--- src/residual_pkg.sv ---
package residual_pkg;

  // sample and residual magnitude width
  parameter int SAMPLE_W = 16;
  // quarter-scale correction width
  parameter int DELTA_W  = SAMPLE_W + 2;
  // candidate vector layout
  parameter int VEC_W    = 49;
  parameter int VEC_LSB  = 12;
  // signed prediction after divide by four
  parameter int PRED_W   = SAMPLE_W + 2;
  // near-lossless threshold
  parameter int NEAR_W   = 8;
  parameter int NEAR_MAX = 32;
  // compression ratio id
  parameter int RATIO_W  = 4;

  // one-hot sample depth
  typedef enum logic [2:0] {
    DEPTH_12 = 3'b001,
    DEPTH_14 = 3'b010,
    DEPTH_16 = 3'b100
  } depth_mode_e;

  // threshold step command, other codes clear the threshold
  typedef enum logic [2:0] {
    NEAR_HOLD = 3'd0,
    NEAR_UP   = 3'd1,
    NEAR_DOWN = 3'd2
  } near_step_e;

  // one-hot sample class, none between bursts
  typedef enum logic [2:0] {
    CLS_NONE  = 3'b000,
    CLS_SMALL = 3'b001,
    CLS_POS   = 3'b010,
    CLS_NEG   = 3'b100
  } img_class_e;

  // residual in sign and magnitude form
  typedef struct packed {
    logic                sign;
    logic [SAMPLE_W-1:0] mag;
  } residual_t;

  // candidate vector, quad-scale prediction is msb plus the bits from VEC_LSB
  typedef logic [VEC_W-1:0] cand_vec_t;

endpackage

--- src/near_control.sv ---
module near_control
  import residual_pkg::*;
#(
  parameter int SAMPLE_W = residual_pkg::SAMPLE_W,
  parameter int NEAR_MAX = residual_pkg::NEAR_MAX
) (
  input  logic               clk,
  input  logic               rst_n,
  input  logic               en_i,
  input  logic [RATIO_W-1:0] id_ratio_i,
  input  logic               en_upmode_i,
  input  near_step_e         up_mode_i,
  input  logic               en_fst_blo_i,
  input  logic               en_block_cnt_i,
  output logic [NEAR_W-1:0]  near_o
);

  localparam logic [NEAR_W-1:0] NEAR_CEIL = NEAR_W'(NEAR_MAX);

  logic [RATIO_W-1:0] ratio_q;
  logic               upmode_q;
  near_step_e         step_q;
  logic [NEAR_W-1:0]  near_q;
  logic [NEAR_W-1:0]  near_snap_q;
  logic [NEAR_W-1:0]  table_near;
  logic [NEAR_W-1:0]  stepped;

  // ceiling has to fit the threshold and the residual range
  if (NEAR_MAX >= (1 << NEAR_W) || NEAR_MAX >= (1 << SAMPLE_W)) begin : g_bad_ceiling
    $error("NEAR_MAX %0d out of range", NEAR_MAX);
  end

  // ratio and up-enable one cycle late
  always_ff @(posedge clk or negedge rst_n) begin
    if (!rst_n) begin
      ratio_q  <= RATIO_W'(1);
      upmode_q <= 1'b0;
    end else begin
      ratio_q  <= id_ratio_i;
      upmode_q <= en_upmode_i;
    end
  end

  // starting threshold per compression ratio
  always_comb begin
    case (ratio_q)
      RATIO_W'(1): table_near = NEAR_W'(0);
      RATIO_W'(4): table_near = NEAR_W'(8);
      RATIO_W'(8): table_near = NEAR_W'(20);
      default:     table_near = NEAR_W'(0);
    endcase
  end

  // one step per cycle, floor at zero and ceiling at NEAR_MAX
  always_comb begin
    case (step_q)
      NEAR_HOLD: stepped = near_o;
      NEAR_UP:   stepped = (near_o >= NEAR_CEIL) ? NEAR_CEIL : near_o + 1'b1;
      NEAR_DOWN: stepped = (near_o == '0) ? '0 : near_o - 1'b1;
      default:   stepped = '0;
    endcase
  end

  // block start reloads from table
  // stepping only on even ratios
  always_ff @(posedge clk or negedge rst_n) begin
    if (!rst_n) begin
      near_q <= '0;
    end else if (en_fst_blo_i) begin
      near_q <= table_near;
    end else if (upmode_q && !ratio_q[0]) begin
      near_q <= stepped;
    end
  end

  // command and threshold copy taken at each strobe
  always_ff @(posedge clk or negedge rst_n) begin
    if (!rst_n) begin
      step_q      <= NEAR_HOLD;
      near_snap_q <= '0;
    end else if (en_i) begin
      step_q      <= up_mode_i;
      near_snap_q <= near_o;
    end
  end

  // live value inside a block, frozen copy outside
  assign near_o = en_block_cnt_i ? near_q : near_snap_q;

  a_near_ceiling: assert property (@(posedge clk) disable iff (!rst_n) near_o <= NEAR_CEIL)
    else $error("threshold %0d above ceiling %0d", near_o, NEAR_CEIL);

endmodule

--- src/output_stage.sv ---
module output_stage
  import residual_pkg::*;
#(
  parameter int SAMPLE_W = residual_pkg::SAMPLE_W
) (
  input  logic                clk,
  input  logic                rst_n,
  input  logic                en_i,
  input  logic [SAMPLE_W-1:0] s_i,
  input  residual_t           res_i,
  input  logic [SAMPLE_W-1:0] pred_i,
  input  img_class_e          img_class_i,
  output logic [SAMPLE_W-1:0] s_o,
  output logic [SAMPLE_W-1:0] alpha_o,
  output logic                sgn_alpha_o,
  output logic [SAMPLE_W-1:0] pred_o,
  output img_class_e          img_class_q_o,
  output logic                en_cj_o
);

  logic [SAMPLE_W-1:0] s_q;
  residual_t           res_q;
  logic [SAMPLE_W-1:0] pred_q;
  logic                en_q;
  img_class_e          class_q;

  // payload for the reconstruction stage
  always_ff @(posedge clk) begin
    if (en_i) begin
      s_q    <= s_i;
      res_q  <= res_i;
      pred_q <= pred_i;
    end
  end

  // strobe delay and class feedback
  // class drops to none the cycle after a burst
  always_ff @(posedge clk or negedge rst_n) begin
    if (!rst_n) begin
      en_q    <= 1'b0;
      class_q <= CLS_NONE;
    end else begin
      en_q <= en_i;
      if (en_i) begin
        class_q <= img_class_i;
      end else if (en_q) begin
        class_q <= CLS_NONE;
      end
    end
  end

  assign s_o           = s_q;
  assign alpha_o       = res_q.mag;
  assign sgn_alpha_o   = res_q.sign;
  assign pred_o        = pred_q;
  assign img_class_q_o = class_q;
  assign en_cj_o       = en_q;

  // feedback must select a single candidate or none
  a_class_onehot0: assert property (@(posedge clk) disable iff (!rst_n) $onehot0(class_q))
    else $error("class feedback not zero or one-hot: %b", class_q);

endmodule

--- src/predictor_select.sv ---
module predictor_select
  import residual_pkg::*;
#(
  parameter int SAMPLE_W = residual_pkg::SAMPLE_W
) (
  input  logic                clk,
  input  logic                rst_n,
  input  depth_mode_e         mode_i,
  input  cand_vec_t           vec1_i,
  input  cand_vec_t           vec2_i,
  input  cand_vec_t           vec3_i,
  input  logic [DELTA_W-1:0]  delta_i,
  input  img_class_e          img_class_q_i,
  output logic [SAMPLE_W-1:0] pred_o
);

  // quad-scale sum width, two bits above the divided prediction
  localparam int QUAD_W = PRED_W + 2;

  depth_mode_e         mode_q;
  cand_vec_t           cand;
  logic [QUAD_W-1:0]   quad;
  logic [QUAD_W-1:0]   quad_sum;
  logic [PRED_W-1:0]   pred_div;
  logic [SAMPLE_W-1:0] depth_max;

  // mode change takes effect one cycle late
  always_ff @(posedge clk or negedge rst_n) begin
    if (!rst_n) begin
      mode_q <= DEPTH_16;
    end else begin
      mode_q <= mode_i;
    end
  end

  // candidate picked by class of previous sample
  always_comb begin
    case (img_class_q_i)
      CLS_POS: cand = vec2_i;
      CLS_NEG: cand = vec3_i;
      default: cand = vec1_i;
    endcase
  end

  // sign bit on top of the used field
  assign quad = {cand[VEC_W-1], cand[VEC_LSB+QUAD_W-2:VEC_LSB]};

  // delta is an unsigned quarter-scale offset
  assign quad_sum = quad + {{(QUAD_W-DELTA_W){1'b0}}, delta_i};

  // drop two lsbs, keeps the sign
  assign pred_div = quad_sum[QUAD_W-1:2];

  // largest legal sample for the active depth
  always_comb begin
    case (mode_q)
      DEPTH_12: depth_max = {SAMPLE_W{1'b1}} >> (SAMPLE_W - 12);
      DEPTH_14: depth_max = {SAMPLE_W{1'b1}} >> (SAMPLE_W - 14);
      default:  depth_max = {SAMPLE_W{1'b1}};
    endcase
  end

  // negative to zero, over range to full scale
  always_comb begin
    if (pred_div[PRED_W-1]) begin
      pred_o = '0;
    end else if (pred_div[PRED_W-2:0] > {1'b0, depth_max}) begin
      pred_o = depth_max;
    end else begin
      pred_o = pred_div[SAMPLE_W-1:0];
    end
  end

  // mode input must stay a legal depth
  a_mode_onehot: assert property (@(posedge clk) disable iff (!rst_n) $onehot(mode_q))
    else $error("registered depth mode not one-hot: %b", mode_q);

endmodule

--- src/residual_map.sv ---
module residual_map
  import residual_pkg::*;
#(
  parameter int SAMPLE_W = residual_pkg::SAMPLE_W
) (
  input  logic [SAMPLE_W-1:0] s_i,
  input  logic [SAMPLE_W-1:0] pred_i,
  input  logic [NEAR_W-1:0]   near_i,
  input  logic                spec_fst_i,
  output residual_t           res_o,
  output img_class_e          img_class_o
);

  logic [SAMPLE_W:0]   diff;
  logic                sign;
  logic [SAMPLE_W-1:0] mag;
  logic [SAMPLE_W-1:0] near_ext;

  // one guard bit holds the sign of sample minus prediction
  assign diff = {1'b0, s_i} - {1'b0, pred_i};
  assign sign = diff[SAMPLE_W];

  // magnitude by two's complement when negative
  always_comb begin
    if (sign) begin
      mag = ~diff[SAMPLE_W-1:0] + 1'b1;
    end else begin
      mag = diff[SAMPLE_W-1:0];
    end
  end

  assign res_o.sign = sign;
  assign res_o.mag  = mag;

  // threshold widened to magnitude width
  assign near_ext = {{(SAMPLE_W-NEAR_W){1'b0}}, near_i};

  // first sample of a band is always small
  // within threshold counts as small too
  always_comb begin
    if (spec_fst_i) begin
      img_class_o = CLS_SMALL;
    end else if (mag > near_ext) begin
      if (sign) begin
        img_class_o = CLS_NEG;
      end else begin
        img_class_o = CLS_POS;
      end
    end else begin
      img_class_o = CLS_SMALL;
    end
  end

endmodule

--- src/residual_top.sv ---
module residual_top
  import residual_pkg::*;
#(
  parameter int SAMPLE_W = residual_pkg::SAMPLE_W,
  parameter int NEAR_MAX = residual_pkg::NEAR_MAX
) (
  input  logic                clk,
  input  logic                rst_n,
  input  logic                en_i,
  input  depth_mode_e         mode_i,
  input  logic [SAMPLE_W-1:0] s_i,
  input  logic [DELTA_W-1:0]  delta_i,
  input  cand_vec_t           vec1_i,
  input  cand_vec_t           vec2_i,
  input  cand_vec_t           vec3_i,
  input  logic                spec_fst_i,
  input  near_step_e          up_mode_i,
  input  logic                en_upmode_i,
  input  logic [RATIO_W-1:0]  id_ratio_i,
  input  logic                en_block_cnt_i,
  input  logic                en_fst_blo_i,
  output img_class_e          sgn_img_o,
  output img_class_e          sgn_img_r_o,
  output logic [SAMPLE_W-1:0] s_o,
  output logic [NEAR_W-1:0]   quant_near_o,
  output logic [SAMPLE_W-1:0] alpha_o,
  output logic                sgn_alpha_o,
  output logic [SAMPLE_W-1:0] vec_sl_ad_delta_o,
  output logic                en_cj_o
);

  // clamped prediction of the current sample
  logic [SAMPLE_W-1:0] pred;
  residual_t           res;

  // prediction, picks candidate from fed-back class
  predictor_select #(.SAMPLE_W(SAMPLE_W)) u_pred (
    .clk           (clk),
    .rst_n         (rst_n),
    .mode_i        (mode_i),
    .vec1_i        (vec1_i),
    .vec2_i        (vec2_i),
    .vec3_i        (vec3_i),
    .delta_i       (delta_i),
    .img_class_q_i (sgn_img_r_o),
    .pred_o        (pred)
  );

  // residual and class, same cycle as the sample
  residual_map #(.SAMPLE_W(SAMPLE_W)) u_map (
    .s_i         (s_i),
    .pred_i      (pred),
    .near_i      (quant_near_o),
    .spec_fst_i  (spec_fst_i),
    .res_o       (res),
    .img_class_o (sgn_img_o)
  );

  // near-lossless threshold
  near_control #(.SAMPLE_W(SAMPLE_W), .NEAR_MAX(NEAR_MAX)) u_near (
    .clk            (clk),
    .rst_n          (rst_n),
    .en_i           (en_i),
    .id_ratio_i     (id_ratio_i),
    .en_upmode_i    (en_upmode_i),
    .up_mode_i      (up_mode_i),
    .en_fst_blo_i   (en_fst_blo_i),
    .en_block_cnt_i (en_block_cnt_i),
    .near_o         (quant_near_o)
  );

  // stage two registers toward reconstruction
  output_stage #(.SAMPLE_W(SAMPLE_W)) u_out (
    .clk           (clk),
    .rst_n         (rst_n),
    .en_i          (en_i),
    .s_i           (s_i),
    .res_i         (res),
    .pred_i        (pred),
    .img_class_i   (sgn_img_o),
    .s_o           (s_o),
    .alpha_o       (alpha_o),
    .sgn_alpha_o   (sgn_alpha_o),
    .pred_o        (vec_sl_ad_delta_o),
    .img_class_q_o (sgn_img_r_o),
    .en_cj_o       (en_cj_o)
  );

endmodule

--- config.mk ---
export PLATFORM = sky130hd
export DESIGN_NAME = residual_top
export DESIGN_NICKNAME = d
export VERILOG_FILES = /design/src/residual_pkg.sv /design/src/near_control.sv /design/src/output_stage.sv /design/src/predictor_select.sv /design/src/residual_map.sv /design/src/residual_top.sv
export SDC_FILE = /design/constraint.sdc
export NUM_CORES = 1
export LEC_CHECK = 0
export ABC_AREA = 1
export BUFFER_PORTS_ARGS = -buffer_cell sky130_fd_sc_hd__buf_2
export CORE_ASPECT_RATIO = 1.75
export CORE_MARGIN = 10
export CORE_UTILIZATION = 50
export DETAILED_ROUTE_END_ITERATION = 16
export GPL_TIMING_DRIVEN = 0
export PLACE_DENSITY_LB_ADDON = 0.08
export SYNTH_ARGS = -nofsm -noshare
export SYNTH_HDL_FRONTEND = slang
export SYNTH_SLANG_ARGS = --single-unit
--- constraint.sdc ---
create_clock -name clk -period 7.9 [get_ports clk]
set_input_delay 0.79 -clock clk [delete_from_list [all_inputs] [get_ports clk]]
set_output_delay 0.79 -clock clk [all_outputs]
set_load 0.02 [all_outputs]
==> impl_summary.txt <==
----------------------------------------------------
[Setup path]
  CP max stage cell ... dfrtp_1
  Startpoint of the worst register-to-register path ... u_out.img_class_q_o[0]
  Crit path arrival time ... 7.27 ns
  Peak fanout along the critical path ... 7
  Kind of critical path ... reg2out
  Logic depth of the worst register-to-register path ... 47
  Startpoint type of the worst setup path ... flop
  Endpoint of the worst-slack reg-to-reg timing path ... u_out.img_class_q_o[2]
  Largest stage delay on the critical path ... 0.40 ns
  Reg-to-reg slack, setup ... 0.90 ns
  Most frequent cell on the critical path ... nand2_2
  Req. time, crit path ... 7.11 ns
  Type of destination of the critical path ... output port

[Synth]
  Area fraction in and, or, nand and nor cells after synthesis ... 34.0%
  Average cell area after synthesis ... 7.09 sq um
  Adder-Cell Fraction of Synth Area ... 9.91%
  Syn nets ... 1168
  Leading register cell type out of synthesis ... edfxtp_1
  Count of state elements after synthesis ... 80
  Synth Area in XOR/XNOR ... 2.94%
  Proportion of synthesized chip area in sequential cells ... 34.5%
  Share of cell area taken by muxes after synthesis ... 0%
  Number of synthesized flops with an enable pin ... 49
  Dominant combinational cell family by area after synthesis ... simple AND/OR/NAND/NOR gates
  Cell Area, Synth ... 6520 sq um
  Number of synthesis warnings ... 0
  Compound-Gate Fraction of Synth Area ... 10.4%
  Synth cell types ... 48
  Async S/R FF share, synth ... 38.8%
  Post-synthesis instance total ... 919

[Drt]
  Via count ... 7021
  Router iterations before antenna repair ... 5
  Wire length per cell ... 15.7 um
  Number of nets still failing antenna checks after routing ... 0
  Initial drt markers ... 222
  DRC violations left ... 0
  Via density per instance ... 5.21
  Routed WL ... 21100 um

[Clock network]
  # hold bufs at CTS ... 0
  Sink Count ... 80
  Number of clock buffers inserted by TritonCTS ... 9
  Clock latency reported for the late side of the worst-skew pair ... 0.34 ns
  CTS H-tree depth ... 3
  TritonCTS clock tree ... built
  Largest buffer count on any clock path ... 2
  CTS root buffer ... clkbuf_16
  Clock transition at the register clock pins on the worst setup and hold paths after CTS ... 0.07 ns

[STA]
  Final number of hold-violating endpoints ... 0
  Share of the clock period used by the worst path ... 102%
  Number of endpoints failing setup at the final stage ... 3
  Unrepaired setup endpoints after global routing ... yes
  Final worst setup slack ... -0.158 ns
  Setup skew after layout ... 0.0107 ns
  Maximum achievable frequency ... 124 MHz
  Least-Margin Pin Slew ... 1.16 ns
  Slew Limit Fails ... 0
  Time the worst path needs with I/O delays and setup ... 8.06 ns
  Rel. slew slack ... 22.8%

[Place]
  Port bufs ... 174
  Final weighted congestion in routability-driven placement ... 0.931
  Pre-CTS setup slack ... -1.13 ns
  Detailed placement HPWL ... 16000 um

[Worst hold path]
  Hold Path Class ... in2async

[Finish]
  Most frequent standard cell in the layout excluding fill and tap cells ... nand2_1
  Fin nets ... 1418
  Area added between synthesis and finish ... 39.0%
  Final-layout fill cell count ... 1072
  Most frequent cells in the layout ... nand2_1 (267), buf_2 (176), inv_1 (104), nor2_1 (75), nand3_1 (72)
  Layout cell share with drive strength beyond 1 ... 33.6%
  Final cell utilization of the core ... 70.4%

[GRT]
  Antenna violations before repair ... 3
  Maximum number of pins on one net before global-route repair ... 53
  Tot GR Track Use ... 21.8%
  Number of global-route vias before repair ... 6916
  First-pass GRT wire length ... 32100 um
  Overflow left after global routing ... 0

[Status]
  Outcome ... finished with violations
  Violated checks ... setup timing

[Floorplanning]
  Die ar. ... 18200 sq um
  Core area ... 12900 sq um
  Die X-Extent ... 106 um
  Number of ports placed on the die boundary ... 262
  Starting Density ... 50.6%
  Number of standard-cell rows in the floorplan ... 55
  Die height ... 171 um

[Run]
  Max capacitance violation total ... 0

----------------------------------------------------
-- synth_stat cells, types with 3 or more instances --
cell | number | area [sq um]
nand2_1 | 289 | 1080
inv_1 | 112 | 420
nor2_1 | 86 | 323
nand3_1 | 80 | 400
ha_1 | 50 | 626
edfxtp_1 | 49 | 1470
a21oi_1 | 43 | 215
o21ai_0 | 33 | 165
dfrtp_1 | 29 | 726
xor2_1 | 16 | 140
o21ai_1 | 13 | 65.1
nand4_1 | 12 | 75.1
nand3b_1 | 10 | 75.1
nor3_1 | 10 | 50.1
nand2_2 | 9 | 56.3
inv_2 | 6 | 22.5
buf_2 | 5 | 25.0
o22ai_1 | 5 | 31.3
or2_2 | 5 | 31.3
a21oi_2 | 4 | 35.0
xnor2_1 | 4 | 35.0
a22oi_1 | 3 | 22.5
buf_4 | 3 | 22.5
nand3_2 | 3 | 30.0
nor2_2 | 3 | 18.8
nor4_1 | 3 | 18.8
o221ai_1 | 3 | 26.3
-- worst max-delay path by stage --
stage,depth (start not counted),slack (ns),start,end
finish,47,-0.16,u_out.img_class_q_o[0],sgn_img_o[2]
global route,46,-0.49,u_out.img_class_q_o[0],sgn_img_o[2]
CTS,49,0.003,u_out.img_class_q_o[2],sgn_img_o[2]
detailed placement,48,-1.13,u_out.img_class_q_o[2],sgn_img_o[2]
global placement,48,-1.06,u_out.img_class_q_o[2],sgn_img_o[2]
floorplan,48,0.31,u_out.img_class_q_o[0],sgn_img_o[1]
-- what timing repair did --
item                                    in CTS  in global routing
pin swaps                                   36                 57
cloned                                       0                  2
endpoints found under the setup margin       6                  3
setup buffers                               43                 21
resized for setup                           85                 61
-- cell families after synthesis --
kind of cell,after synthesis
compound gates,117
xor+xnor,21
fa+ha+maj,51
buf+inv,134
flops,80
simple gates,516
-- metrics by stage --
| stage | setup TNS [ns] | hold WS [ns] | area (sq um) | instances |
|---|---|---|---|---|
| after floorplan | 0 | 0.448 | 6520 | 919 |
| after global routing | -1.45 | 0.525 | 9060 | 1345 |
| final | -0.445 | 0.482 | 9060 | 1347 |
| after detailed placement | -4.10 | 0.473 | 7600 | 1264 |
| after CTS | 0 | 0.487 | 8580 | 1322 |
| after global placement | -3.74 | 0.466 | 7600 | 1264 |
-- cell type report --
cell class                      count  area [sq um]  share of cell area [%]
Sequential cell                    80          2250                    24.8
Tap cell                          171           214                    2.36
Clock buffer                       10           250                    2.76
Inverter                          121           469                    5.18
Multi-Input combinational cell    705          4290                    47.3
Antenna cell                        2          5.00                  0.0552
Timing Repair Buffer              240          1390                    15.4
Clock inverter                      6          63.8                   0.704
Buffer                             12           130                    1.44
-- worst max-delay path, delay by kind of cell (launching register included) --
family	cells	cell delay [ns]
buffers and inverters	9	1.01
AOI/OAI and AO/OA	8	1.12
adders and majority gates	4	1.10
and+or+nand+nor	24	2.82
xor gates and xnor gates	2	0.44
DFF	1	0.40
-- flip-flops by register name (all words and copies together), names as in the netlist --
signal,cells
u_out.sgn_alpha_o,1
u_out.alpha_o,16
u_near.near_q,8
u_pred.mode_q,3
u_near.step_q,3
u_near.near_snap_q,8
u_out.img_class_q_o,3
u_out.pred_o,16
u_near.ratio_q,4
u_out.s_o,16
u_near.upmode_q,1
u_out.en_cj_o,1
-- routing by layer --
layer | GRT usage (%) | part of all wire [%]
met1 | 19.7 | 34
met2 | 41.8 | 54
met3 | 6.37 | 7.3
met4 | 12.2 | 4.5
met5 | 0 | 0.033
Power is left out: the tool's default activity adds up to more than one toggle a clock period on the data nets, which glitch-free logic cannot reach.
